`src/logic/neuralPkg.sv`:
```
`default_nettype none

package neuralPkg;

	// Datapath widths
	localparam int dataWidth       = 24;
	localparam int activationWidth = 8;

	localparam int inputCount  = 15;
	localparam int neuronCount = 2;

	// Rising edges from the top-level features to the decision outputs
	localparam int latency = 4;

	typedef logic [dataWidth-1:0]       data_t;
	typedef logic [activationWidth-1:0] act_t;

	// Input 0 sits in the lowest word
	typedef data_t [inputCount-1:0] featureVec_t;

	// Clipped rectifier limits
	localparam data_t saturateLimit = 24'd4096; // A positive sum above this saturates
	localparam act_t  activationMax = 8'd255;
	localparam int    fracShift     = 5;        // Lowest sum bit kept in the output

	// One row per neuron, indexed by input number
	localparam data_t weightTable [neuronCount][inputCount] = '{
		'{
			-24'sd1,  24'sd0,   -24'sd5,
			-24'sd20, 24'sd0,   -24'sd3,
			24'sd7,   24'sd8,   -24'sd20,
			-24'sd16, -24'sd20, 24'sd17,
			24'sd1,   -24'sd9,  24'sd23
		},
		'{
			24'sd3,   -24'sd2,  24'sd11,
			24'sd4,   -24'sd7,  24'sd0,
			24'sd5,   -24'sd1,  24'sd9,
			-24'sd13, 24'sd2,   24'sd6,
			-24'sd4,  24'sd10,  -24'sd8
		}
	};

	// Bias added after the weighted sum, one per neuron
	localparam data_t biasTable [neuronCount] = '{
		24'sd5,
		-24'sd12
	};

endpackage

`default_nettype wire

```
`src/logic/neuronResultIf.sv`:
```
`timescale 1ns/1ps
`default_nettype none

interface neuronResultIf;
	import neuralPkg::*;

	act_t  act;       // Clipped activation
	data_t rawSum;    // Registered sum, one stage ahead of act
	logic  saturated;
	logic  rectified;

	modport producer (
		output act,
		output rawSum,
		output saturated,
		output rectified
	);

	modport consumer (
		input act,
		input rawSum,
		input saturated,
		input rectified
	);

endinterface

`default_nettype wire

```
`src/logic/neuronCore.sv`:
```
`timescale 1ns/1ps
`default_nettype none

module neuronCore #(
	parameter int neuronIdx = 0
) (
	input wire logic                     clk,
	input wire logic                     reset,
	input wire neuralPkg::featureVec_t   features,
	neuronResultIf.producer              result
);
	import neuralPkg::*;

	featureVec_t featReg;
	data_t       product [inputCount];
	data_t       sumNext;
	data_t       sumReg;

	act_t actNext;
	logic satNext;
	logic rectNext;

	// Stage 1 captures the inputs
	always_ff @(posedge clk)
	begin
		if (reset)
		begin
			featReg <= '0;
		end
		else
		begin
			featReg <= features;
		end
	end

	// Products keep only the low 24 bits, so they wrap like the sum does
	always_comb
	begin
		for (int i = 0; i < inputCount; i++)
		begin
			product[i] = featReg[i] * weightTable[neuronIdx][i];
		end
	end

	always_comb
	begin
		sumNext = biasTable[neuronIdx];
		for (int i = 0; i < inputCount; i++)
		begin
			sumNext = sumNext + product[i];
		end
	end

	// Stage 2 holds the biased sum
	always_ff @(posedge clk)
	begin
		if (reset)
		begin
			sumReg <= '0;
		end
		else
		begin
			sumReg <= sumNext;
		end
	end

	assign result.rawSum = sumReg;

	// Clipped rectifier
	always_comb
	begin
		satNext  = 1'b0;
		rectNext = 1'b0;
		if (sumReg[dataWidth-1])
		begin
			actNext  = '0;
			rectNext = 1'b1;
		end
		else if (sumReg > saturateLimit)
		begin
			actNext = activationMax;
			satNext = 1'b1;
		end
		else
		begin
			actNext = sumReg[fracShift +: activationWidth]; // Bits 12 down to 5
		end
	end

	// Stage 3 drives the result to the decision stage
	always_ff @(posedge clk)
	begin
		if (reset)
		begin
			result.act       <= '0;
			result.saturated <= 1'b0;
			result.rectified <= 1'b0;
		end
		else
		begin
			result.act       <= actNext;
			result.saturated <= satNext;
			result.rectified <= rectNext;
		end
	end

	satRectExclusive: assert property (
		@(posedge clk) disable iff (reset)
		!(result.saturated && result.rectified)
	);

	satGivesMax: assert property (
		@(posedge clk) disable iff (reset)
		result.saturated |-> result.act == activationMax
	);

	rectGivesZero: assert property (
		@(posedge clk) disable iff (reset)
		result.rectified |-> result.act == '0
	);

endmodule

`default_nettype wire

```
`src/logic/classDecider.sv`:
```
`timescale 1ns/1ps
`default_nettype none

module classDecider (
	input wire logic           clk,
	input wire logic           reset,
	neuronResultIf.consumer    resA,
	neuronResultIf.consumer    resB,
	output logic               winner,
	output neuralPkg::act_t    winAct,
	output neuralPkg::act_t    margin,
	output logic               tie,
	output logic               anySaturated
);
	import neuralPkg::*;

	logic aWins;
	act_t diffAB;
	act_t diffBA;

	// Neuron 0 keeps the win on equal activations
	assign aWins  = resA.act >= resB.act;
	assign diffAB = resA.act - resB.act;
	assign diffBA = resB.act - resA.act;

	always_ff @(posedge clk)
	begin
		if (reset)
		begin
			winner       <= 1'b0;
			winAct       <= '0;
			margin       <= '0;
			tie          <= 1'b0;
			anySaturated <= 1'b0;
		end
		else
		begin
			winner       <= !aWins;
			winAct       <= aWins ? resA.act : resB.act;
			margin       <= aWins ? diffAB : diffBA; // Always the non-negative difference
			tie          <= resA.act == resB.act;
			anySaturated <= resA.saturated | resB.saturated;
		end
	end

	tieMeansNoMargin: assert property (
		@(posedge clk) disable iff (reset)
		tie |-> margin == '0
	);

	// The registered winner is at least as large as either activation it was chosen from
	winActIsMax: assert property (
		@(posedge clk) disable iff (reset)
		winAct >= $past(resA.act) && winAct >= $past(resB.act)
	);

endmodule

`default_nettype wire

```
`src/logic/hiddenPairTop.sv`:
```
`timescale 1ns/1ps
`default_nettype none

module hiddenPairTop (
	input wire logic                     clk,
	input wire logic                     reset,
	input wire neuralPkg::featureVec_t   features,
	output logic                         winner,
	output neuralPkg::act_t              winAct,
	output neuralPkg::act_t              margin,
	output logic                         tie,
	output logic                         anySaturated
);

	// One result bundle per hidden neuron
	neuronResultIf resA ();
	neuronResultIf resB ();

	// Both neurons see the same feature vector in the same cycle
	neuronCore #(
		.neuronIdx(0)
	) neuron0 (
		.clk      (clk),
		.reset    (reset),
		.features (features),
		.result   (resA)
	);

	neuronCore #(
		.neuronIdx(1)
	) neuron1 (
		.clk      (clk),
		.reset    (reset),
		.features (features),
		.result   (resB)
	);

	classDecider decider (
		.clk          (clk),
		.reset        (reset),
		.resA         (resA),
		.resB         (resB),
		.winner       (winner),
		.winAct       (winAct),
		.margin       (margin),
		.tie          (tie),
		.anySaturated (anySaturated)
	);

endmodule

`default_nettype wire

```
`config.mk`:
```
export PLATFORM = sky130hd
export DESIGN_NAME = hiddenPairTop
export DESIGN_NICKNAME = d
export VERILOG_FILES = /design/src/logic/neuralPkg.sv /design/src/logic/neuronResultIf.sv /design/src/logic/neuronCore.sv /design/src/logic/classDecider.sv /design/src/logic/hiddenPairTop.sv
export SDC_FILE = /design/constraint.sdc
export NUM_CORES = 2
export LEC_CHECK = 0
export ABC_AREA = 1
export BUFFER_PORTS_ARGS = -buffer_cell sky130_fd_sc_hd__clkbuf_2
export CORE_UTILIZATION = 45
export DETAILED_ROUTE_END_ITERATION = 10
export GPL_ROUTABILITY_DRIVEN = 1
export PLACE_DENSITY_LB_ADDON = 0.25
export RECOVER_POWER = 25
export SLEW_MARGIN = 15
export SYNTH_ARGS = -nofsm -noshare
export SYNTH_HDL_FRONTEND = slang
export SYNTH_SLANG_ARGS = --single-unit
```
`constraint.sdc`:
```
create_clock -name clk -period 13.25 [get_ports clk]
set_clock_uncertainty 0.15 [all_clocks]
set_input_delay 2.65 -clock clk [delete_from_list [all_inputs] [get_ports clk]]
set_output_delay 2.65 -clock clk [all_outputs]
set_load 0.01 [all_outputs]
```
### Yosys cells after proc, flatten, opt, wreduce, memory -nomap -nowiden

Index checks and enable logic that the tools add are counted.

| storage, ports and cells | value |
|---|---|
| flip-flop bits (word level) | 445 |
| bits of input ports | 362 |
| output and inout bits | 19 |
| logic and storage cells | 92 |

| operators by class | value |
|---|---|
| add/sub/neg operators | 29 |
| $mul | 23 |
| order comparisons | 3 |
| equality and inequality tests | 1 |
| muxes and demuxes | 6 |
| bitwise operators | 1 |
| reduce and logical (&&, ||, !) cells | 3 |

Operators by type and width:

| cell | number |
|---|---|
| $add A24 B24 Y24 | 25 |
| $mul A24 B22 Y22 const B | 4 |
| $mul A24 B4 Y24 const B | 4 |
| $mul A24 B5 Y24 const B | 4 |
| $mul A24 B3 Y24 const B | 3 |
| $gt A24 B13 Y1 const B | 2 |
| $mul A24 B1 Y24 const B | 2 |
| $mux W8 | 4 |
| $add A24 B24 Y24 const A | 1 |
| $add A3 B24 Y24 const A | 1 |
| $mul A24 B2 Y23 const B | 1 |
| $mul A24 B2 Y24 const B | 1 |
| $mul A24 B20 Y20 const B | 1 |
| $mul A24 B21 Y21 const B | 1 |
| $mul A24 B23 Y23 const B | 1 |
| $mul A24 B3 Y23 const B | 1 |
| $sub A8 B8 Y8 | 2 |
| $eq A8 B8 Y1 | 1 |
| $ge A8 B8 Y1 | 1 |
| $reduce_or A2 Y1 | 2 |
| $mux W1 | 2 |
| $logic_not A1 Y1 | 1 |
| $or A1 B1 Y1 | 1 |

### Depth between registers and ports, before layout

| logic depth | value |
|---|---|
| depth in word-level cells | 15 |
| gate-level depth with buffers | 56 |
| mapped depth without buffers | 56 |

### Cells and area by module

A second synthesis with hierarchy kept.

| unflattened totals | value |
|---|---|
| cell total of the unflattened synthesis | 9177 |
| area, all modules | 84946.5 sq um |

By module, submodules not included:

| module | times used | cells each | area an instance (sq um) | seq. area each (sq um) |
|---|---|---|---|---|
| neuronCore at neuron0 | 1 | 4557 | 43432.9 | 6666.4 |
| neuronCore at neuron1 | 1 | 4420 | 40138.5 | 7186.9 |
| classDecider | 1 | 200 | 1375.1 | 380.4 |

### Worst setup path after synthesis

Ideal clock, no wire load.

| timing path | value |
|---|---|
| path kind | reg2reg |
| from | register neuron1.featReg[247] (netlist name) |
| to | register neuron0.sumReg[23], in the netlist neuron0.result.rawSum[23] |
| setup time | 0.115 ns |
| arrival | 10.741 ns |
| data required time | 12.985 ns |
| slack | 2.244 ns |
| cell stages (with the launch flop) | 44 |
| path buffers | 0 |
| clock period less this slack | 11.006 ns |
| cell sequence | dfxtp_1 > fa_1 > inv_1 > fa_1 > fa_1 > fa_1 > inv_1 > ha_1 > fa_1 > fa_1 > ha_1 > inv_1 > nor3_1 > nand2_1 > o211ai_1 > a21oi_1 > inv_1 > a21oi_1 > [... 8 more ...] > fa_1 > inv_1 > fa_1 > inv_1 > fa_1 > inv_1 > fa_1 > fa_1 > ha_1 > inv_1 > nor3_1 > nor3b_1 > nand4_1 > nand3_1 > xnor2_1 > nand3_1 > nand2_1 > nor2_1 |

RTL lines:

| element | RTL line | RTL |
|---|---|---|
| to (signal assigned) | neuronCore.sv:63 | `sumReg <= sumNext;` |
| to (decl) | neuronCore.sv:17 | `data_t sumReg;` |

==> reports/metrics.cfg <==
[global_route]
grt_use_total_pct=28.2
grt_antenna_before_repair=3
grt_pass1_vias=54000
overflow=0
grt_max_degree=78
grt_pass1_wl_um=346000

[clock_tree]
cts_root_buffer=clkbuf_16
clock_latency_ns=0.72
clk_pin_slew_worst_paths_ns=0.06
clkSinkCount=441
htreeDepth=2
cts_made_buffers=54
cts_tree=built
clockBufferDepth=3
cts_hold_buf=0

[worst_setup_path]
cp.required_ns=13.70
crit_family=adder cells
r2r_slack_ns=0.48
start_kind=flop
critical_path.slowest_cell=fa_1
critPathBufInv=9
path_common_cell=fa_1
crit_path_end_kind=flop
path_class=flop to flop
crit_arrival_ns=13.22
critPathMaxFanout=5
slowest_delay_ns=0.62

[logic_synthesis]
yosysTopAreaCellShare_pct=45.2
async_flop_share_pct=0
synth_edf_count=0
yosys.cell_count.top_type=inv_1
synth.largest_area_cell=fa_1
synth_area_mm2=0.0760
ys_seq_area_share_pct=11.6
synth_area_leaders=fa_1, ha_1, inv_1
synthDistinctLibCells=58
synth_cells=7958
yosys_warnings=0
syn_nets=10900
netlist_top_cells_count=inv_1, fa_1, ha_1
synth-main-ff-cell=dfxtp_1
avgSynthCellArea_um2=9.55
ys_ff_latch=441

[finish]
drive_above_1_share_pct=6.62
post-route-util_pct=49.4
syn_to_final_growth_pct=8.76
nNetsFinal=11400

[routing]
drt_iter0_drc=3302
drt-total-wl_um=230000
num_vias=50800
via_per_inst=4.77
ant_nets=0
wl_per_cell_um=21.6
drtPass1Iterations=7
drc=0

[sta]
fin_crit_sh_pct=96.4
tightest_slew_ns=2.62
finalMaxSlewViolations=181
hold_viol_final=0
maxSlewHeadroom_pct=-74.4
setup_viol=0
finalCriticalPeriod_ns=12.77
max_freq_mhz=78.3
post-route-worst-setup-slack_ns=0.480

[floorplanning]
die_x_um=413
core.rowCount=150
floorplan.initialDensity_pct=45.4
die-area_mm2=0.170
ios=381
dieHeight_um=413
coreArea_mm2=0.167

[min_path]
min_path_type=flop to flop

[status]
failed_checks=max-capacitance violations, max-slew violations
status=finished, violations left

[placed_design]
dp_hpwl_um=209000
port_buffers=376
pre_cts_ws_ns=0.514
gp_congestion=0.964

[run]
cap_violations=3

-- path summary, 6_finish.rpt --
kind	from	end	cells past startpoint
max reg2reg	neuron1.featReg[244]	neuron0.result.rawSum[23]	43
max	neuron1.featReg[244]	neuron0.result.rawSum[23]	43
min	neuron0.result.saturated	decider.anySaturated	2
min reg2reg	neuron0.result.saturated	decider.anySaturated	2
-- flip-flops by register name (all words and copies together) (netlist names) --
name	count
neuron1.featReg	310
decider.winner	1
neuron1.result.act	8
neuron0.result.saturated	1
decider.winAct	8
decider.anySaturated	1
decider.margin	8
decider.tie	1
neuron1.result.rawSum	24
neuron0.result.rawSum	24
neuron1.result.saturated	1
neuron0.result.act	8
neuron0.featReg	46
-- worst register-to-register path: cells and delay by family, from the launching register on --
family	cells	cell delay [ns]
buf+inv	9	0.84
simple gates	11	1.76
flops	1	0.55
compound gates	4	0.93
fa+ha+maj	17	8.06
xor+xnor	2	0.39
-- cell usage in the layout (no fill, tap or decap), types with 4 or more instances in the layout --
cell type,n
nor4_1,12
xor2_1,184
clkbuf_2,375
clkbuf_1,6
a21oi_1,257
nor2_1,469
inv_1,2823
nand2_1,515
o211ai_1,10
clkinv_2,9
nor3_1,21
a21boi_1,4
a211oi_1,4
o21bai_1,17
inv_2,6
diode_2,10
a21o_1,16
o21ai_2,6
clkbuf_8,5
xnor2_1,153
clkbuf_16,54
buf_4,44
fa_1,1716
a21oi_2,4
ha_1,898
nand4_1,19
clkinv_4,4
nand2_2,7
a31oi_1,18
dfxtp_1,438
o21ai_1,32
inv_6,8
o21ai_0,81
o31ai_1,11
nand3_1,100
nand3b_1,18
o21a_1,19
bufinv_16,5
-- routing by layer --
| layer | vias up | track usage (%) | part of all wire [%] |
|---|---|---|---|
| met5 | - | 0 | 0.0065 |
| met4 | 4 | 7.28 | 2.9 |
| met3 | 202 | 3.78 | 5.5 |
| met2 | 1350 | 45.2 | 47 |
| met1 | 25500 | 40.2 | 45 |
| li1 | 23700 | - | - |
-- stage by stage --
step | TNS (ns) | instance area (um^2) | hold slack, ns | instances
6_report | 0 | 82600 | 0.287 | 10600
5_1_grt | -0.0596 | 82600 | 0.320 | 10600
4_1_cts | 0 | 82600 | 0.291 | 10600
3_5_place_dp | 0 | 80800 | 0.277 | 10500
3_3_place_gp | 0 | 80800 | 0.276 | 10500
2_1_floorplan | 0 | 76000 | 0.261 | 7958
-- cells by family (layout without fill, tap and decap cells) --
group | count (synthesis) | after routing | synth area share (%)
AOI/OAI and AO/OA | 496 | 496 | 3.72
adders and majority gates | 2614 | 2614 | 60.0
other | 0 | 10 | 0
xor gates and xnor gates | 343 | 343 | 4.01
muxes | 3 | 3 | 0.0395
DFF | 441 | 441 | 11.6
buffers and inverters | 2880 | 3348 | 14.2
and+or+nand+nor | 1181 | 1181 | 6.36
-- area by class of cell --
class                   count  area [um^2]
clock inverters            33          382
fillers                 16000        84800
clock buffers              62         1430
well taps                2204         2760
diodes                     10         25.0
repair buffers            423         2230
inverters                2830        10600
multi-input cells        4637        56300
flip-flops and latches    441         8830
-- what timing repair did --
item / CTS / global route
buffers inserted: 0 / 0
resized for setup: 0 / 5
setup endpoints to repair: 0 / 2
Power is not shown: default switching activity piles up to over one toggle a cycle in this logic, so the estimate is an artifact.
